**config.mk**
```make
export PLATFORM = sky130hd
export DESIGN_NAME = csr_top
export DESIGN_NICKNAME = d
export VERILOG_FILES = /design/src/logic/csr_pkg.sv /design/src/logic/csr_issue.sv /design/src/logic/csr_commit.sv /design/src/logic/csr_timer.sv /design/src/logic/csr_top.sv
export SDC_FILE = /design/constraint.sdc
export NUM_CORES = 1
export LEC_CHECK = 0
export BUFFER_PORTS_ARGS = -buffer_cell sky130_fd_sc_hd__buf_2
export CAP_MARGIN = 20
export CORE_MARGIN = 5
export CORE_UTILIZATION = 50
export CTS_CLUSTER_DIAMETER = 150
export DETAILED_ROUTE_END_ITERATION = 10
export MAX_ROUTING_LAYER = met4
export PLACE_DENSITY = 0.69
export REMOVE_ABC_BUFFERS = 1
export SYNTH_ARGS = -nofsm -noshare
export SYNTH_HDL_FRONTEND = slang
export SYNTH_HIERARCHICAL = 1
export SYNTH_SLANG_ARGS = --single-unit
```
**constraint.sdc**
```tcl
create_clock -name clk -period 23.9 [get_ports clk]
set_clock_uncertainty 0.2 [all_clocks]
set_input_delay 3.585 -clock clk [delete_from_list [all_inputs] [get_ports clk]]
set_output_delay 3.585 -clock clk [all_outputs]
set_load 0.005 [all_outputs]
```
**src/logic/csr_pkg.sv**
```systemverilog
`default_nettype none

package csr_pkg;

    localparam int TIMER_W_DEFAULT = 32;

    typedef enum logic [2:0] {
        OP_NONE,
        OP_CSRRD,
        OP_CSRWR,
        OP_CSRXCHG,
        OP_ERTN
    } csr_op_t;

    localparam logic [13:0] CSR_CRMD   = 14'h000;
    localparam logic [13:0] CSR_PRMD   = 14'h001;
    localparam logic [13:0] CSR_ECFG   = 14'h004;
    localparam logic [13:0] CSR_ESTAT  = 14'h005;
    localparam logic [13:0] CSR_ERA    = 14'h006;
    localparam logic [13:0] CSR_BADV   = 14'h007;
    localparam logic [13:0] CSR_EENTRY = 14'h00c;
    localparam logic [13:0] CSR_SAVE0  = 14'h030;
    localparam logic [13:0] CSR_SAVE1  = 14'h031;
    localparam logic [13:0] CSR_SAVE2  = 14'h032;
    localparam logic [13:0] CSR_SAVE3  = 14'h033;
    localparam logic [13:0] CSR_TID    = 14'h040;
    localparam logic [13:0] CSR_TCFG   = 14'h041;
    localparam logic [13:0] CSR_TVAL   = 14'h042;
    localparam logic [13:0] CSR_TICLR  = 14'h044;

    localparam logic [5:0] ECODE_INT = 6'h00;
    localparam logic [5:0] ECODE_ADE = 6'h08;
    localparam logic [5:0] ECODE_ALE = 6'h09;
    localparam logic [5:0] ECODE_SYS = 6'h0b;
    localparam logic [5:0] ECODE_BRK = 6'h0c;

    localparam logic [8:0] CRMD_RESET = 9'h008; // DA=1, PLV0, IE=0

    typedef struct packed {
        logic        valid;
        logic [5:0]  ecode;
        logic [8:0]  esubcode;
        logic [31:0] badv;
    } excp_t;

    typedef struct packed {
        csr_op_t     op;
        logic [13:0] csr_num;
        logic [31:0] wdata;    // merged under mask
        logic [31:0] pc;
        logic        trap;
        logic [5:0]  ecode;
        logic [8:0]  esubcode;
        logic [31:0] badv;
    } csr_req_t;

    typedef struct packed {
        logic [8:0]       crmd;
        logic [2:0]       prmd;
        logic [11:0]      ecfg_lie;       // bit 10 always zero
        logic [1:0]       estat_is;
        logic [5:0]       estat_ecode;
        logic [8:0]       estat_esubcode;
        logic [31:0]      era;
        logic [31:0]      badv;
        logic [25:0]      eentry;
        logic [3:0][31:0] save;
        logic [31:0]      tid;
    } csr_state_t;

    typedef struct packed {
        logic [TIMER_W_DEFAULT-1:0] tcfg;
        logic [TIMER_W_DEFAULT-1:0] tval;
        logic                       ti;
    } timer_state_t;

endpackage

`default_nettype wire

```
**src/logic/csr_issue.sv**
```systemverilog
`default_nettype none

module csr_issue (
    input  logic                    clk,
    input  logic                    rstn,
    input  logic                    inst_valid,
    input  csr_pkg::csr_op_t        op,
    input  logic [13:0]             csr_num,
    input  logic [31:0]             wdata,
    input  logic [31:0]             wmask,
    input  logic [31:0]             pc,
    input  csr_pkg::excp_t          excp,
    input  logic [7:0]              hw_int,
    input  logic                    stall,
    input  logic                    flush,
    input  csr_pkg::csr_state_t     state,
    input  csr_pkg::timer_state_t   timer,
    output csr_pkg::csr_req_t       req,
    output logic                    req_valid,
    output logic [31:0]             rdata,
    output logic                    redirect_valid,
    output logic [31:0]             redirect_pc
);

    logic [11:0] int_vec;
    logic        int_pend;
    logic        accept;
    logic        trap;
    logic        is_redir;
    logic [31:0] rd_val;
    logic [31:0] wmask_eff;
    logic [31:0] merged;

    // bit 10 reserved, bit 11 timer
    assign int_vec  = {timer.ti, 1'b0, hw_int, state.estat_is};
    // hold off while a redirect is in flight and IE is not yet cleared
    assign int_pend = (|(int_vec & state.ecfg_lie)) && state.crmd[2] && !redirect_valid;

    assign accept    = inst_valid && (op != csr_pkg::OP_NONE || excp.valid) && !stall && !flush;
    assign req_valid = int_pend || accept;
    assign trap      = int_pend || excp.valid;
    assign is_redir  = trap || op == csr_pkg::OP_ERTN;

    always_comb
    begin
        rd_val = '0;
        case (csr_num)
            csr_pkg::CSR_CRMD:   rd_val = {23'b0, state.crmd};
            csr_pkg::CSR_PRMD:   rd_val = {29'b0, state.prmd};
            csr_pkg::CSR_ECFG:   rd_val = {20'b0, state.ecfg_lie};
            csr_pkg::CSR_ESTAT:
                rd_val = {1'b0, state.estat_esubcode, state.estat_ecode, 4'b0,
                          timer.ti, 1'b0, hw_int, state.estat_is};
            csr_pkg::CSR_ERA:    rd_val = state.era;
            csr_pkg::CSR_BADV:   rd_val = state.badv;
            csr_pkg::CSR_EENTRY: rd_val = {state.eentry, 6'b0};
            csr_pkg::CSR_SAVE0:  rd_val = state.save[0];
            csr_pkg::CSR_SAVE1:  rd_val = state.save[1];
            csr_pkg::CSR_SAVE2:  rd_val = state.save[2];
            csr_pkg::CSR_SAVE3:  rd_val = state.save[3];
            csr_pkg::CSR_TID:    rd_val = state.tid;
            csr_pkg::CSR_TCFG:   rd_val = timer.tcfg;
            csr_pkg::CSR_TVAL:   rd_val = timer.tval;
            default:             rd_val = '0; // TICLR reads zero
        endcase
    end

    assign wmask_eff = (op == csr_pkg::OP_CSRWR) ? '1 : wmask;
    assign merged    = (rd_val & ~wmask_eff) | (wdata & wmask_eff);

    always_comb
    begin
        req.op       = trap ? csr_pkg::OP_NONE : op;
        req.csr_num  = csr_num;
        req.wdata    = merged;
        req.pc       = pc;
        req.trap     = trap;
        req.ecode    = int_pend ? csr_pkg::ECODE_INT : excp.ecode;
        req.esubcode = int_pend ? 9'd0 : excp.esubcode;
        req.badv     = excp.badv;
    end

    always_ff @(posedge clk)
    begin
        if (!rstn)
        begin
            rdata          <= '0;
            redirect_valid <= 1'b0;
            redirect_pc    <= '0;
        end
        else
        begin
            redirect_valid <= req_valid && is_redir; // pulses once per trap or ertn
            if (req_valid)
            begin
                rdata       <= rd_val;
                redirect_pc <= trap ? {state.eentry, 6'b0} : state.era;
            end
            else if (flush)
            begin
                rdata <= '0;
            end
        end
    end

endmodule

`default_nettype wire

```
**src/logic/csr_commit.sv**
```systemverilog
`default_nettype none

module csr_commit (
    input  logic                  clk,
    input  logic                  rstn,
    input  csr_pkg::csr_req_t     req,
    input  logic                  req_valid,
    output csr_pkg::csr_state_t   state,
    output logic [8:0]            crmd,
    output logic                  excp_flush,
    output logic                  ertn_flush,
    output logic                  tcfg_we,
    output logic [31:0]           tcfg_wdata,
    output logic                  ti_clr
);

    csr_pkg::csr_req_t   req_q;
    logic                valid_q;
    csr_pkg::csr_state_t st;
    logic                do_trap;
    logic                do_ertn;
    logic                csr_we;

    // stage register between issue and commit
    always_ff @(posedge clk)
    begin
        if (!rstn)
        begin
            valid_q <= 1'b0;
        end
        else
        begin
            valid_q <= req_valid;
        end
    end

    always_ff @(posedge clk)
    begin
        if (req_valid)
        begin
            req_q <= req;
        end
    end

    assign do_trap = valid_q && req_q.trap;
    assign do_ertn = valid_q && !req_q.trap && req_q.op == csr_pkg::OP_ERTN;
    assign csr_we  = valid_q && !req_q.trap &&
                     (req_q.op == csr_pkg::OP_CSRWR || req_q.op == csr_pkg::OP_CSRXCHG);

    // timer registers live in csr_timer
    assign tcfg_we    = csr_we && req_q.csr_num == csr_pkg::CSR_TCFG;
    assign tcfg_wdata = req_q.wdata;
    assign ti_clr     = csr_we && req_q.csr_num == csr_pkg::CSR_TICLR && req_q.wdata[0];

    always_ff @(posedge clk)
    begin
        if (!rstn)
        begin
            st         <= '0;
            st.crmd    <= csr_pkg::CRMD_RESET;
            excp_flush <= 1'b0;
            ertn_flush <= 1'b0;
        end
        else
        begin
            excp_flush <= do_trap;
            ertn_flush <= do_ertn;
            if (do_trap)
            begin
                st.prmd           <= st.crmd[2:0]; // PLV and IE
                st.crmd[2:0]      <= 3'b0;
                st.era            <= req_q.pc;
                st.estat_ecode    <= req_q.ecode;
                st.estat_esubcode <= req_q.esubcode;
                if (req_q.ecode == csr_pkg::ECODE_ALE || req_q.ecode == csr_pkg::ECODE_ADE)
                begin
                    st.badv <= req_q.badv;
                end
            end
            else if (do_ertn)
            begin
                st.crmd[2:0] <= st.prmd;
            end
            else if (csr_we)
            begin
                case (req_q.csr_num)
                    csr_pkg::CSR_CRMD:   st.crmd     <= req_q.wdata[8:0];
                    csr_pkg::CSR_PRMD:   st.prmd     <= req_q.wdata[2:0];
                    csr_pkg::CSR_ECFG:
                        st.ecfg_lie <= {req_q.wdata[11], 1'b0, req_q.wdata[9:0]};
                    csr_pkg::CSR_ESTAT:  st.estat_is <= req_q.wdata[1:0]; // soft ints only
                    csr_pkg::CSR_ERA:    st.era      <= req_q.wdata;
                    csr_pkg::CSR_BADV:   st.badv     <= req_q.wdata;
                    csr_pkg::CSR_EENTRY: st.eentry   <= req_q.wdata[31:6];
                    csr_pkg::CSR_SAVE0:  st.save[0]  <= req_q.wdata;
                    csr_pkg::CSR_SAVE1:  st.save[1]  <= req_q.wdata;
                    csr_pkg::CSR_SAVE2:  st.save[2]  <= req_q.wdata;
                    csr_pkg::CSR_SAVE3:  st.save[3]  <= req_q.wdata;
                    csr_pkg::CSR_TID:    st.tid      <= req_q.wdata;
                    default:             ;
                endcase
            end
        end
    end

    assign state = st;
    assign crmd  = st.crmd;

endmodule

`default_nettype wire

```
**src/logic/csr_timer.sv**
```systemverilog
`default_nettype none

module csr_timer #(
    parameter int TIMER_W = csr_pkg::TIMER_W_DEFAULT
) (
    input  logic                   clk,
    input  logic                   rstn,
    input  logic                   tcfg_we,
    input  logic [31:0]            tcfg_wdata,
    input  logic                   ti_clr,
    output csr_pkg::timer_state_t  timer
);

    logic [TIMER_W-1:0] tcfg_q;
    logic [TIMER_W-1:0] tval_q;
    logic [TIMER_W-1:0] init_val;
    logic               ti_q;
    logic               reload_q;

    // tcfg bit 0 enable, bit 1 periodic, upper bits initial value
    assign init_val = {tcfg_q[TIMER_W-1:2], 2'b00};

    always_ff @(posedge clk)
    begin
        if (!rstn)
        begin
            tcfg_q   <= '0;
            tval_q   <= '0;
            ti_q     <= 1'b0;
            reload_q <= 1'b0;
        end
        else
        begin
            reload_q <= tcfg_we;
            if (tcfg_we)
            begin
                tcfg_q <= tcfg_wdata[TIMER_W-1:0];
            end
            if (reload_q)
            begin
                tval_q <= init_val; // cycle after the config write
            end
            else if (tcfg_q[0])
            begin
                if (tval_q != '0)
                    tval_q <= tval_q - 1'b1;
                else if (tcfg_q[1])
                    tval_q <= init_val;
            end
            if (ti_clr)
                ti_q <= 1'b0;
            else if (tcfg_q[0] && !reload_q && tval_q == TIMER_W'(1))
                ti_q <= 1'b1; // on reaching zero
        end
    end

    always_comb
    begin
        timer                   = '0;
        timer.tcfg[TIMER_W-1:0] = tcfg_q;
        timer.tval[TIMER_W-1:0] = tval_q;
        timer.ti                = ti_q;
    end

endmodule

`default_nettype wire

```
**src/logic/csr_top.sv**
```systemverilog
`default_nettype none

module csr_top #(
    parameter int TIMER_W = csr_pkg::TIMER_W_DEFAULT
) (
    input  logic              clk,
    input  logic              rstn,
    input  logic              inst_valid,
    input  csr_pkg::csr_op_t  op,
    input  logic [13:0]       csr_num,
    input  logic [31:0]       wdata,
    input  logic [31:0]       wmask,
    input  logic [31:0]       pc,
    input  csr_pkg::excp_t    excp,
    input  logic [7:0]        hw_int,
    input  logic              stall,
    input  logic              flush,
    output logic [31:0]       rdata,
    output logic              redirect_valid,
    output logic [31:0]       redirect_pc,
    output logic              excp_flush,
    output logic              ertn_flush,
    output logic [8:0]        crmd
);

    csr_pkg::csr_req_t     req;
    logic                  req_valid;
    csr_pkg::csr_state_t   state;
    csr_pkg::timer_state_t timer;
    logic                  tcfg_we;
    logic [31:0]           tcfg_wdata;
    logic                  ti_clr;

    csr_issue u_issue (
        .clk            (clk),
        .rstn           (rstn),
        .inst_valid     (inst_valid),
        .op             (op),
        .csr_num        (csr_num),
        .wdata          (wdata),
        .wmask          (wmask),
        .pc             (pc),
        .excp           (excp),
        .hw_int         (hw_int),
        .stall          (stall),
        .flush          (flush),
        .state          (state),
        .timer          (timer),
        .req            (req),
        .req_valid      (req_valid),
        .rdata          (rdata),
        .redirect_valid (redirect_valid),
        .redirect_pc    (redirect_pc)
    );

    csr_commit u_commit (
        .clk        (clk),
        .rstn       (rstn),
        .req        (req),
        .req_valid  (req_valid),
        .state      (state),
        .crmd       (crmd),
        .excp_flush (excp_flush),
        .ertn_flush (ertn_flush),
        .tcfg_we    (tcfg_we),
        .tcfg_wdata (tcfg_wdata),
        .ti_clr     (ti_clr)
    );

    csr_timer #(
        .TIMER_W (TIMER_W)
    ) u_timer (
        .clk        (clk),
        .rstn       (rstn),
        .tcfg_we    (tcfg_we),
        .tcfg_wdata (tcfg_wdata),
        .ti_clr     (ti_clr),
        .timer      (timer)
    );

endmodule

`default_nettype wire

```
==> metrics.md <==
| Metric | Value |
|---|---|
| TritonCTS Buffers | 57 |
| Yosys reg bits | 553 |
| CP Max Fanout | 39 |
| Commonest non-fill, non-tap cell in the layout | nand2_1 |
| Largest stage delay, worst path | 0.94 ns |
| Final Power | between 1.5 and 2 mW |
| Pwr dens | just under 70 nW/um2 |
| Die width | between 200 and 250 um |
| Worst min-delay path class | reg -> reg |
| Grt total ovfl | 0 |
| Residual DRC count | 0 |
| Ys flop type | dfxtp_1 |
| EDFF count, synth | about 130 |
| Initial Utilization | 0.507 |
| Gate Count Post-Synth | 2818 |
| Worst reg2reg startpoint | u_timer/tval_q[0] |
| Sequential share of the synthesized area | 0.473 |
| Ys async rst share | 0 |
| Ys Warns | 6 |
| Avg Inst Size Synth | between 9 and 10 um2 |
| Initial antenna violation count | 1 |
| Max clock buf depth | 3 |
| Synth unique cells | 91 |
| Final setup vio count | 0 |
| Mapped cell area | approximately 26000 um2 |
| F_max | 158 MHz |
| Drt first pass iters | 8 |
| CTS tree | done |
| Peak supply drop | between 0.05 and 0.06 mV |
| Layout cell share with drive strength beyond 1 | 0.179 |
| Setup repair after global routing missed its margin | no |
| Area growth syn-to-layout | 9.47% |
| Hold EP | u_commit/state[21] |
| Core area | 51500 um2 |
| Critical path class | in -> reg |
| Critical path capture point type | flip-flop |
| Clock network latency to the later pin of the worst-skew pair | 0.63 ns |
| Vias post-DR | 22.9k |
| Multi-input logic area | 11900 um2 |
| First-pass GRT wire length | 138000 um |
| IO buf count | between 200 and 250 |
| Final setup TNS | 0 ns |
| Actual slew at the worst max-slew pin | roughly 1.2 ns |
| Most frequent CP cell | buf_4 |
| Max Slew Vio Count | 0 |
| Gpl congestion | about 0.95 |
| Post-CTS sizing | 0 |
| Clk root buf | clkbuf_16 |
| Relative slew margins | 0.226 |
| Final wirelength | 93700 um |
| Aggregate global-route resource usage | 0.323 |
| Fill count | 4579 |
| Number of global-route vias before repair | 21.9k |
| Clock sink total | 553 |
| Die area | 56900 um2 |
| Most frequent cells in the layout | nand2_1 (567), dfxtp_1 (424), buf_2 (246), o21ai_0 (145), edfxtp_1 (129) |
| CP startpoint kind | input pin |
| Die Y | 239 um |
| Critical-path cell list | buf_4 -> buf_4 -> nor2b_2 -> buf_4 -> nand2_1 -> nor3_4 -> a222oi_1 -> o21ai_0 -> mux2_2 |
| FF-to-FF setup slack | between 20 and 25 ns |
| Max-Cap Viols | 0 |
| CP bufs+invs | 3 |
| DR iter-0 viols | 2966 |
| DR vias/cell | 6.46 |
| Row cnt | 83 |
| Flip-flop and latch area | 12400 um2 |
| Data arrival, critical path | 6.61 ns |
| Min cycle time layout | 6.32 ns |
| Critical path data required time | between 20 and 25 ns |
| CTS H-tree depth | 2 |
| # hold bufs at CTS | 0 |
| Largest net degree at the start of global routing | 125 |
| I/O pin cnt | 250 |
| Detailed placer's ending HPWL | 59400 um |
| Reg clk slew, reported paths | 0.06 ns |
| Depth of the most critical reg-to-reg path | 8 |
| Fin crit share | 0.264 |
| P_leak | roughly 10 nW |
| Avg WL per Cell | 26.5 um |
| Post-CTS setup buffers | 0 |
| Final Util | 0.555 |
| CP max stage cell | nor3_4 |
| Fin. Hold Viols | 0 |
| Number of nets in the layout | approximately 3k |
| Antenna Nets Post-Route | 0 |
| Critical R2R Capture | u_timer/tval_q[23] |
| Worst Hold Path Cells | 2 |
| Hold_sp | u_commit/state[21] |
| Status | complete, no violations |
| Worst path top cell family by delay | simple AND/OR/NAND/NOR gates |
-- layout make-up --
cell class,instances,area share
sequential,553,0.432
multi-input combinational,1891,0.416
clock buffer,93,0.0603
timing repair buffer,295,0.0561
tap,680,0.0297
clock inverter,15,0.00446
inverter,12,0.00157
antenna,1,0.0000875
-- per-layer routing --
layer / wire length [um] / track usage / up-vias
met5: 0 / - / -
met4: 3930 / 0.126 / 0
met3: 10900 / 0.0685 / 276
met2: 41900 / 0.484 / 1470
met1: 37000 / 0.432 / 11103
li1: - / - / 10012
-- logic make-up (layout without fill, tap and decap cells) --
kind of cell / count (synthesis) / count (layout) / share of synthesized area
AO/OA/AOI/OAI: 720 / 720 / 0.196
XOR/XNOR: 9 / 9 / 0.00302
adder cells (fa/ha/maj): 2 / 2 / 0.000958
buffers and inverters: 374 / 415 / 0.0768
flip-flops: 553 / 553 / 0.473
multiplexers: 157 / 157 / 0.0738
other: 1 / 2 / 0.000144
AND/OR/NAND/NOR: 1002 / 1002 / 0.176
-- worst min-delay path, stage by stage, from the launching register on --
cell,delay (ns)
dfxtp_1,0.31
nand2_1,0.05
a21boi_1,0.05
-- through the flow --
step	hold slack, ns	cell area [um2]	std cells	setup slack, ns
3_3_place_gp	0.233	26700	3430	16.96
5_1_grt	0.265	28600	3540	17.48
6_report	0.247	28600	3540	17.58
2_1_floorplan	0.227	24200	2456	11.02
4_1_cts	0.250	28600	3539	17.78
3_5_place_dp	0.241	26700	3431	17.11
-- Yosys cell counts (all sizes together) (48+ instances only) --
library cell | number | area [um2]
nand2 | 569 | 2140
dfxtp | 424 | 8490
buf | 210 | 1390
a21boi | 183 | 1370
o21ai | 161 | 810
clkbuf | 152 | 572
edfxtp | 129 | 3870
nor2 | 122 | 458
nand3 | 107 | 536
mux2i | 79 | 791
mux2 | 55 | 619
a22oi | 49 | 368
nor3 | 48 | 280
-- how the worst max path moves through the flow --
stage,from,end,cells after the start
finish,csr_num[1],u_commit/tcfg_wdata[17],9
global route,rstn,u_timer/tval_q[23],7
CTS,csr_num[0],u_commit/tcfg_wdata[15],7
detailed placement,csr_num[0],u_commit/tcfg_wdata[15],7
global placement,csr_num[1],u_commit/tcfg_wdata[29],6
floorplan,stall,u_issue/rdata[16],4
-- state kept, by name (all words and copies together) (netlist names), 9 cells and up --
register	count
u_commit/crmd	9
u_commit/req_q	97
u_commit/state	281
u_commit/tcfg_wdata	32
u_issue/rdata	32
u_issue/redirect_pc	32
u_timer/tcfg_q	32
u_timer/tval_q	32
-- where the power goes --
part / switching [mW] / internal, mW
Combinational: 0.0636 / 0.0343
Clock: 0.376 / 0.513
Sequential: 0.0148 / 0.971
Total: 0.455 / 1.52
(Power assumes the default switching activity.)
